### src/hdl/ste_audio_pkg.sv
// ste audio shared definitions

package ste_audio_pkg;

	// sample widths
	localparam int PSG_W     = 8;   // one ym2149 channel level
	localparam int PSG_SUM_W = 10;  // sum of up to three channels
	localparam int DMA_W     = 8;   // one ste dma sound sample
	localparam int MIX_W     = 15;  // mixed word, also the dac input

	// apb bus
	localparam int APB_AW = 4;
	localparam int APB_DW = 32;

	// offset binary midpoints, removed to get signed values
	localparam logic [PSG_SUM_W-1:0] PSG_MID = 10'd512;
	localparam logic [DMA_W-1:0]     DMA_MID = 8'd128;

	// control register after reset: mono psg, dma sound off
	localparam logic [1:0] CTRL_RESET = 2'b00;

	// register map
	typedef enum logic [APB_AW-1:0] {
		REG_CTRL  = 4'h0,  // bit 0 psg_stereo, bit 1 dma_snd_en
		REG_MIX_L = 4'h4,  // left mix, read only
		REG_MIX_R = 4'h8   // right mix, read only
	} reg_addr_e;

	// signed mix word per channel
	typedef logic signed [MIX_W-1:0] mix_t;

endpackage

### src/hdl/audio_mixer.sv
// psg and dma sound mixer

module audio_mixer (
	input  logic                             clk_32,
	input  logic                             xsint,
	// ym2149 channel levels, offset binary
	input  logic [ste_audio_pkg::PSG_W-1:0]  ym_a_i,
	input  logic [ste_audio_pkg::PSG_W-1:0]  ym_b_i,
	input  logic [ste_audio_pkg::PSG_W-1:0]  ym_c_i,
	// ste dma sound samples, offset binary
	input  logic [ste_audio_pkg::DMA_W-1:0]  dma_l_i,
	input  logic [ste_audio_pkg::DMA_W-1:0]  dma_r_i,
	// control
	input  logic                             psg_stereo_i,
	input  logic                             dma_snd_en_i,
	// registered mix
	output ste_audio_pkg::mix_t              mix_l_o,
	output ste_audio_pkg::mix_t              mix_r_o
);

	import ste_audio_pkg::*;

	logic [PSG_SUM_W-1:0] ym_a_ext;
	logic [PSG_SUM_W-1:0] ym_b_ext;
	logic [PSG_SUM_W-1:0] ym_c_ext;
	logic [PSG_SUM_W-1:0] psg_sum_l;
	logic [PSG_SUM_W-1:0] psg_sum_r;
	logic [PSG_SUM_W-1:0] psg_sgn_l;
	logic [PSG_SUM_W-1:0] psg_sgn_r;
	logic [DMA_W-1:0]     dma_sgn_l;
	logic [DMA_W-1:0]     dma_sgn_r;
	mix_t                 mix_l_d;
	mix_t                 mix_r_d;

	// widen both sources to MIX_W and add them
	// the low bits are filled with the top bits of the value so that
	// full scale maps close to full scale of the mix
	function automatic mix_t expand_mix(
		input logic [PSG_SUM_W-1:0] psg_v,
		input logic [DMA_W-1:0]     dma_v
	);
		logic [MIX_W-1:0] psg_term;
		logic [MIX_W-1:0] dma_term;
		psg_term = {psg_v[PSG_SUM_W-1], psg_v, psg_v[PSG_SUM_W-1 -: MIX_W-PSG_SUM_W-1]};
		dma_term = {dma_v[DMA_W-1], dma_v, dma_v[DMA_W-1 -: MIX_W-DMA_W-1]};
		return mix_t'(psg_term + dma_term);  // wraps modulo 2^15
	endfunction

	assign ym_a_ext = PSG_SUM_W'(ym_a_i);
	assign ym_b_ext = PSG_SUM_W'(ym_b_i);
	assign ym_c_ext = PSG_SUM_W'(ym_c_i);

	// stereo puts a left and c right, b on both sides
	assign psg_sum_l = psg_stereo_i ? (ym_a_ext + ym_b_ext) : (ym_a_ext + ym_b_ext + ym_c_ext);
	assign psg_sum_r = psg_stereo_i ? (ym_c_ext + ym_b_ext) : (ym_a_ext + ym_b_ext + ym_c_ext);

	// offset binary to two's complement
	assign psg_sgn_l = psg_sum_l - PSG_MID;
	assign psg_sgn_r = psg_sum_r - PSG_MID;

	// dma sound muted when disabled
	assign dma_sgn_l = dma_snd_en_i ? (dma_l_i - DMA_MID) : '0;
	assign dma_sgn_r = dma_snd_en_i ? (dma_r_i - DMA_MID) : '0;

	assign mix_l_d = expand_mix(psg_sgn_l, dma_sgn_l);
	assign mix_r_d = expand_mix(psg_sgn_r, dma_sgn_r);

	// one cycle of latency, new sample every clock
	always_ff @(posedge clk_32 or negedge xsint) begin
		if (!xsint) begin
			mix_l_o <= '0;
			mix_r_o <= '0;
		end else begin
			mix_l_o <= mix_l_d;
			mix_r_o <= mix_r_d;
		end
	end

endmodule

### src/hdl/audio_regs.sv
// audio control registers

module audio_regs (
	input  logic                              clk_32,
	input  logic                              xsint,
	// apb slave
	input  logic                              psel_i,
	input  logic                              penable_i,
	input  logic                              pwrite_i,
	input  logic [ste_audio_pkg::APB_AW-1:0]  paddr_i,
	input  logic [ste_audio_pkg::APB_DW-1:0]  pwdata_i,
	output logic [ste_audio_pkg::APB_DW-1:0]  prdata_o,
	output logic                              pready_o,
	output logic                              pslverr_o,
	// mix readback
	input  ste_audio_pkg::mix_t               mix_l_i,
	input  ste_audio_pkg::mix_t               mix_r_i,
	// mixer control
	output logic                              psg_stereo_o,
	output logic                              dma_snd_en_o
);

	import ste_audio_pkg::*;

	logic [1:0] ctrl_q;        // [0] stereo, [1] dma enable
	logic       access_phase;
	logic       wr_ctrl;
	reg_addr_e  addr;

	assign access_phase = psel_i & penable_i;
	assign addr         = reg_addr_e'(paddr_i);

	// no wait states on this slave
	assign pready_o = 1'b1;

	// address decode, read mux and error response all in the access phase
	always_comb begin
		prdata_o  = '0;
		pslverr_o = 1'b0;
		wr_ctrl   = 1'b0;
		if (access_phase) begin
			case (addr)
				REG_CTRL: begin
					if (pwrite_i) begin
						wr_ctrl = 1'b1;
					end else begin
						prdata_o = {{(APB_DW-2){1'b0}}, ctrl_q};
					end
				end
				REG_MIX_L: begin
					if (pwrite_i) begin
						pslverr_o = 1'b1;  // read only
					end else begin
						prdata_o = {{(APB_DW-MIX_W){1'b0}}, mix_l_i};
					end
				end
				REG_MIX_R: begin
					if (pwrite_i) begin
						pslverr_o = 1'b1;  // read only
					end else begin
						prdata_o = {{(APB_DW-MIX_W){1'b0}}, mix_r_i};
					end
				end
				default: begin
					pslverr_o = 1'b1;  // unmapped
				end
			endcase
		end
	end

	// control bits, written at the edge closing the access phase
	always_ff @(posedge clk_32 or negedge xsint) begin
		if (!xsint) begin
			ctrl_q <= CTRL_RESET;
		end else if (wr_ctrl) begin
			ctrl_q <= pwdata_i[1:0];
		end
	end

	assign psg_stereo_o = ctrl_q[0];
	assign dma_snd_en_o = ctrl_q[1];

endmodule

### src/hdl/sigma_delta_dac.sv
// first order sigma-delta dac

module sigma_delta_dac (
	input  logic                 clk_32,
	input  logic                 xsint,
	input  ste_audio_pkg::mix_t  mix_l_i,
	input  ste_audio_pkg::mix_t  mix_r_i,
	output logic                 audio_l_o,  // left bitstream
	output logic                 audio_r_o   // right bitstream
);

	import ste_audio_pkg::*;

	mix_t       mix_in [2];
	logic [1:0] bit_q;

	assign mix_in[0] = mix_l_i;
	assign mix_in[1] = mix_r_i;

	// one modulator per channel, 0 is left and 1 is right
	for (genvar ch = 0; ch < 2; ch++) begin : g_chan
		logic [MIX_W-1:0] level;
		logic [MIX_W-1:0] acc_q;
		logic [MIX_W:0]   acc_sum;

		// signed mix to unsigned level, midscale at 2^14
		assign level   = {~mix_in[ch][MIX_W-1], mix_in[ch][MIX_W-2:0]};
		assign acc_sum = {1'b0, acc_q} + {1'b0, level};

		always_ff @(posedge clk_32 or negedge xsint) begin
			if (!xsint) begin
				acc_q     <= '0;
				bit_q[ch] <= 1'b0;
			end else begin
				acc_q     <= acc_sum[MIX_W-1:0];
				bit_q[ch] <= acc_sum[MIX_W];  // carry is the output bit
			end
		end
	end

	assign audio_l_o = bit_q[0];
	assign audio_r_o = bit_q[1];

endmodule

### src/hdl/ste_audio_top.sv
// ste audio output path

module ste_audio_top (
	input  logic                              clk_32,
	input  logic                              xsint,
	// apb slave
	input  logic                              psel_i,
	input  logic                              penable_i,
	input  logic                              pwrite_i,
	input  logic [ste_audio_pkg::APB_AW-1:0]  paddr_i,
	input  logic [ste_audio_pkg::APB_DW-1:0]  pwdata_i,
	output logic [ste_audio_pkg::APB_DW-1:0]  prdata_o,
	output logic                              pready_o,
	output logic                              pslverr_o,
	// sample inputs
	input  logic [ste_audio_pkg::PSG_W-1:0]   ym_a_i,
	input  logic [ste_audio_pkg::PSG_W-1:0]   ym_b_i,
	input  logic [ste_audio_pkg::PSG_W-1:0]   ym_c_i,
	input  logic [ste_audio_pkg::DMA_W-1:0]   dma_l_i,
	input  logic [ste_audio_pkg::DMA_W-1:0]   dma_r_i,
	// dac bitstreams
	output logic                              audio_l_o,
	output logic                              audio_r_o
);

	import ste_audio_pkg::*;

	logic psg_stereo;
	logic dma_snd_en;
	mix_t mix_l;
	mix_t mix_r;

	audio_regs u_regs (
		.clk_32       (clk_32),
		.xsint        (xsint),
		.psel_i       (psel_i),
		.penable_i    (penable_i),
		.pwrite_i     (pwrite_i),
		.paddr_i      (paddr_i),
		.pwdata_i     (pwdata_i),
		.prdata_o     (prdata_o),
		.pready_o     (pready_o),
		.pslverr_o    (pslverr_o),
		.mix_l_i      (mix_l),     // readback of the live mix
		.mix_r_i      (mix_r),
		.psg_stereo_o (psg_stereo),
		.dma_snd_en_o (dma_snd_en)
	);

	audio_mixer u_mixer (
		.clk_32       (clk_32),
		.xsint        (xsint),
		.ym_a_i       (ym_a_i),
		.ym_b_i       (ym_b_i),
		.ym_c_i       (ym_c_i),
		.dma_l_i      (dma_l_i),
		.dma_r_i      (dma_r_i),
		.psg_stereo_i (psg_stereo),
		.dma_snd_en_i (dma_snd_en),
		.mix_l_o      (mix_l),
		.mix_r_o      (mix_r)
	);

	sigma_delta_dac u_dac (
		.clk_32    (clk_32),
		.xsint     (xsint),
		.mix_l_i   (mix_l),
		.mix_r_i   (mix_r),
		.audio_l_o (audio_l_o),
		.audio_r_o (audio_r_o)
	);

endmodule

### config.mk
export PLATFORM = sky130hd
export DESIGN_NAME = ste_audio_top
export DESIGN_NICKNAME = d
export VERILOG_FILES = /design/src/hdl/ste_audio_pkg.sv /design/src/hdl/audio_mixer.sv /design/src/hdl/audio_regs.sv /design/src/hdl/sigma_delta_dac.sv /design/src/hdl/ste_audio_top.sv
export SDC_FILE = /design/constraint.sdc
export NUM_CORES = 1
export LEC_CHECK = 0
export BUFFER_PORTS_ARGS = -buffer_cell sky130_fd_sc_hd__buf_2
export CAP_MARGIN = 10
export CORE_MARGIN = 4
export CORE_UTILIZATION = 55
export DETAILED_ROUTE_END_ITERATION = 8
export PLACE_DENSITY = 0.91
export SETUP_SLACK_MARGIN = 0.3
export SLEW_MARGIN = 10
export SYNTH_ARGS = -nofsm -noshare
export SYNTH_HDL_FRONTEND = slang
export SYNTH_SLANG_ARGS = --single-unit
export TNS_END_PERCENT = 5
### constraint.sdc
create_clock -name clk_32 -period 4.85 [get_ports clk_32]
set_input_delay 0 -clock clk_32 [delete_from_list [all_inputs] [get_ports clk_32]]
set_output_delay 0 -clock clk_32 [all_outputs]
set_load 0.005 [all_outputs]
# Word level (Yosys, flattened, before mapping)
# Cells that the tools add are included.
# Widths: inputs -> output; s select.
word_totals:
  reg_bits: 64
  output_inout_bits: 36
  input_bits: 81
  word_cells: 39
op_classes:
  reduce_logical: 2
  n_eq_ne: 2
  add_sub_neg: 11
  n_mux: 14
  bitwise_logic: 3
ops:
  columns: ["cell", "count"]
  rows:
  - ["$pmux 32 s3", 1]
  - ["$add 15x15->16", 2]
  - ["$mux 32", 1]
  - ["$add 14x14->15", 2]
  - ["$mux 15", 2]
  - ["$mux 10", 2]
  - ["$sub 10x10->10 const B", 2]
  - ["$add 8x8->9", 2]
  - ["$mux 8", 2]
  - ["$sub 8x8->8 const B", 2]
  - ["$add 10x8->10", 1]
  - ["$eq 4x3->1 const B", 1]
  - ["$eq 4x4->1 const B", 1]
  - ["$logic_not 4->1", 1]
  - ["$mux 1", 4]
  - ["$mux 2", 1]
  - ["$not 1->1", 2]
  - ["$pmux 1 s2", 1]
  - ["$reduce_or 2->1", 1]
  - ["$and 1x1->1", 1]

# Depth between registers and ports, before layout
logic_depth:
  ltp_word: 5
  mapped_depth: 24
  ltp_nobuf: 24

# Cells and area by module
# A second synthesis with hierarchy kept.
hier_totals:
  hier_cells: 659
  hier_area_um2: 6044.5
by_module_without_submodules:
  columns: ["mod", "seq_area_each_um2", "n_inst", "cells_per_inst", "area_each_um2"]
  rows:
  - ["audio_mixer", 750.7, 1, 354, 3173.0]
  - ["sigma_delta_dac", 800.8, 1, 236, 2313.5]
  - ["audio_regs", 50.0, 1, 69, 558.0]

# Worst setup path after synthesis
# Ideal clock, no wire load.
synth_timing:
  path_type: "input-to-reg"
  start: "input ym_a_i[0] (netlist name)"
  end: "register u_mixer.mix_l_o[12]"
  path_buffers: 0
  arrival_time_ns: 3.877
  stages: 18
  slack_ns: 0.842
  cell_sequence: "ha_1 inv_1 fa_1 inv_1 fa_1 a211oi_1 o21ai_1 a211o_1 a21oi_1 nor2_1 xnor2_1 ha_1 nor2b_4 o31a_1 or4_4 a31oi_4 o31ai_2 xor2_1"
synth_via:
  elab_chain_len: 5
synth_lines:
  columns: ["item", "line", "rtl"]
  rows:
  - ["start: declaration", "ste_audio_top.sv:16", "input logic [ste_audio_pkg::PSG_W-1:0] ym_a_i,"]
  - ["$add 8x8->9 *", "audio_mixer.sv:54", "assign psg_sum_l = psg_stereo_i ? (ym_a_ext + ym_b_ext) : (ym_a_ext + ym_b_ext + ym_c_ext);"]
  - ["$add 10x8->10", "audio_mixer.sv:54", null]
  - ["$mux 10 *", "audio_mixer.sv:54", null]
  - ["$sub 10x10->10 *", "audio_mixer.sv:58", "assign psg_sgn_l = psg_sum_l - PSG_MID;"]
  - ["$add 14x14->15 *", "audio_mixer.sv:46", "return mix_t'(psg_term + dma_term);"]
  - ["net u_mixer.mix_l_d[12]", "audio_mixer.sv:32", "mix_t mix_l_d;"]
  - ["end signal: assignment", "audio_mixer.sv:74", "mix_l_o <= mix_l_d;"]
  - ["end: declaration", "audio_mixer.sv:17", "output ste_audio_pkg::mix_t mix_l_o,"]
# The timed path passes the listed nets; every way through them passes the cells marked *.
# A chain may end at the register's enable or synchronous reset.

# Final worst setup path
layout_timing:
  start: "input ym_b_i[0] (netlist name)"
  end: "register u_mixer.mix_l_o[12]"
layout_via:
  elab_chain_len: 5
layout_lines:
  columns: ["item", "line", "rtl"]
  rows:
  - ["start: declaration", "ste_audio_top.sv:17", "input logic [ste_audio_pkg::PSG_W-1:0] ym_b_i,"]
  - ["$add 8x8->9 *", "audio_mixer.sv:54", null]
  - ["$add 10x8->10", "audio_mixer.sv:54", null]
  - ["$mux 10 *", "audio_mixer.sv:54", null]
  - ["$sub 10x10->10 *", "audio_mixer.sv:58", null]
  - ["$add 14x14->15 *", "audio_mixer.sv:46", null]
  - ["net u_mixer.mix_l_d[12]", "audio_mixer.sv:32", null]
# Marked as above.

==> results.md <==
* Antenna cell count at 0
* Syn Inst Count at 668
* Clk buf depth at 2
* Nets at 908
* Leak pwr at 3.152 nW
* Met3 usage at 3.587%
* CTS root buf: clkbuf_8
* HPWL after detailed placement at 11.28 mm
* Max Freq at 0.2339 GHz
* Share of layout cells above drive strength 1 at 13.46%
* Reg2Reg Depth at 10
* Port bufs at 68
* EDFF count, synth at 0
* Maximum VDD drop at 409.8 uV
* Status: completed
* Iter 0 DRT Violations at 584
* Crit path kind: primary input to flip-flop
* Reg2Reg Launch Point: u_regs.ctrl_q[0]
* Gr ovfl total at 0
* Area of placed instances at 6317 sq um
* Final period utilization at 88.16%
* Synth top area cells: dfrtp_1 27%, ha_1 17%, xnor2_1 6.5%, a21oi_1 4.7%, nor2_1 3.7%
* Total vias in the final route at 5164
* Std cell rows at 37
* Critical path data required time at 5.07 ns
* Drt wl/cell at 16.04 um
* WHS at 0.05956 ns
* Finished Cell Area at 6578 sq um
* Synth area leader: dfrtp_1
* Hold Path Origin: dma_r_i[2]
* Worst-Margin Slew at 0.8505 ns
* Post-Route WL at 14.10 mm
* Initial Util at 56.96%
* GRT busiest layer: met2
* Chip Width at 111.6 um
* Most numerous cell in the Yosys netlist: ha_1
* Post-Syn Area per Cell at 8.843 sq um
* Worst hold path class: primary input to flip-flop
* Total power at 0.004160 W
* Vias per cell at 5.875
* Distinct cells, synth at 61
* R2r setup slk at 1.76 ns
* Critical Path AT at 4.50 ns
* Post-Synthesis Cell Area at 5907 sq um
* Io pins at 117
* CP Max Fanout at 5
* Final Skew at 0.006597 ns
* Drt drc at 0
* Clock-pin slew on the worst setup and hold paths at 0.07 ns
* Largest net degree at the start of global routing at 65
* Setup TNS at 0 ns
* Total CTS buffers at 9
* Number of synthesized register bits at 64
* CP Launch Point: ym_b_i[0]
* Yosys Warn Count at 0
* Endpoints failing setup at 0
* Hold path depth at 3
* Global placer's final weighted congestion at 0.9156
* CTS tree: yes
* Top_reg_cell synth: dfrtp_1
* Post-synth top area share at 27.11%
* Fill cell count at 865
* Max_slew headroom at 42.70%
* # Max-Cap Violations at 0
* Fin crit period at 4.276 ns
* Final slew viol count at 0
* Clock latency on the worst-skew pair at 0.34 ns
* P per Cell Area at 632.4 nW/um^2
* CTS HTree Levels at 3
* Unrepaired setup endpoints after global routing: true
* First-pass GRT wire length at 22.94 mm
* M1 GR Usage at 29.02%
* Drt pass-1 iters at 6
* Post-synthesis sequential area ratio at 27.11%
* DIE HEIGHT at 111.6 um
* Clk sinks at 64
* Crit path capture type: flip-flop
* Post-route ant nets at 0
* Finished Core Util at 63.43%
* Number of global-route vias before repair at 4909
* Die Area at 12460 sq um
* Async set or reset register ratio after synthesis at 100.0%
* Initial antenna violation count at 0
* Core box area at 10370 sq um
* Met2 Use GR at 37.65%
* Final hold vios at 0
* Syn-to-layout area delta at 11.35%
* Startpoint types: primary input
* Commonest cells in the netlist: 82 x ha_1, 64 x dfrtp_1, 58 x nor2_1
* GRT Total Usage at 22.36%
## layer usage
layer | up-vias | share of wire, %
met5 | - | 0
met4 | 0 | 2.7
met3 | 37 | 6.3
met2 | 219 | 48
met1 | 2379 | 43
li1 | 2529 | -
## placed cells by master, fill, tap and decap left out, drive strengths merged, types with 11 or more instances in the layout
cell	instances
dfrtp	64
inv	38
nand3	14
nor2b	11
o21a	12
o21ai	49
a21o	24
a21oi	56
a22oi	15
nand2	29
ha	82
xnor2	44
conb	18
and2	17
buf	70
nor2	58
xor2	14
## timing repair
| action | CTS | global route |
|---|---|---|
| gates resized for setup | 0 | 1 |
| hold buffers | 3 | 0 |
| setup buffers | 0 | 0 |
| hold endpoints to repair | 66 | 0 |
| setup endpoints to repair | 0 | 3 |
## report_power, final
group	total [W]	switching [W]	internal, W
Clock	0.000509	0.000220	0.000289
Combinational	0.00269	0.00154	0.00115
Sequential	0.000964	0.000153	0.000811
Total	0.00416	0.00191	0.00225
## logic make-up after synthesis
family                   Yosys count  share of synthesized area [%]
adder cells (fa/ha/maj)           89                          19.74
AO/OA/AOI/OAI                    217                          24.23
multiplexers                       5                         0.9108
AND/OR/NAND/NOR                  165                          13.79
flip-flops                        64                          27.11
buffers and inverters             68                          5.486
other                              2                         0.1271
XOR/XNOR                          58                          8.600
## worst max-delay path: stages
cell and delay (ns):
buf_2 0.09, ha_1 0.19, inv_1 0.07, fa_1 0.40, inv_1 0.07, a21oi_1 0.08, nor2b_1 0.12, nor2_1 0.06
xnor2_1 0.23, ha_1 0.29, o21ai_1 0.17, o21ai_1 0.13, a211o_1 0.31, a21oi_1 0.23, nor2_1 0.08, xnor2_1 0.26
ha_1 0.33, nor2b_4 0.14, o31a_1 0.27, or4_4 0.45, a31oi_4 0.28, o31ai_2 0.10, xor2_1 0.15
## state kept, by name (all words and copies together) (netlist names)
register,cells
u_dac.audio_l_o,1
u_dac.audio_r_o,1
u_dac.g_chan.acc_q,30
u_mixer.mix_l_o,15
u_mixer.mix_r_o,15
u_regs.ctrl_q,2
## area by class of cell
type	count	area, sq um	share of cell area (%)
repair buffers	73	385.4	5.859
well taps	136	170.2	2.587
multi-input cells	552	4058	61.69
inverters	38	142.6	2.169
clock buffers	9	123.9	1.883
clock inverters	7	96.34	1.465
flip-flops and latches	64	1602	24.35
## path summary, 6_finish.rpt
kind / to
max reg2reg: u_mixer.mix_l_o[13]
min: u_mixer.mix_r_o[0]
min reg2reg: u_dac.g_chan[1].acc_q[0]
max in group asynchronous: u_mixer.mix_r_o[0]
min in group asynchronous: u_dac.g_chan[1].acc_q[13]
max: u_mixer.mix_l_o[12]
## per-stage QoR
stage / std cells / setup WS [ns]
5_1_grt: 879 / 0.2513
4_1_cts: 879 / 0.6326
3_3_place_gp: 860 / 0.3949
2_1_floorplan: 684 / 0.8417
6_report: 879 / 0.5743
3_5_place_dp: 860 / 0.2712
No activity file was read; power rests on OpenSTA's default activity.
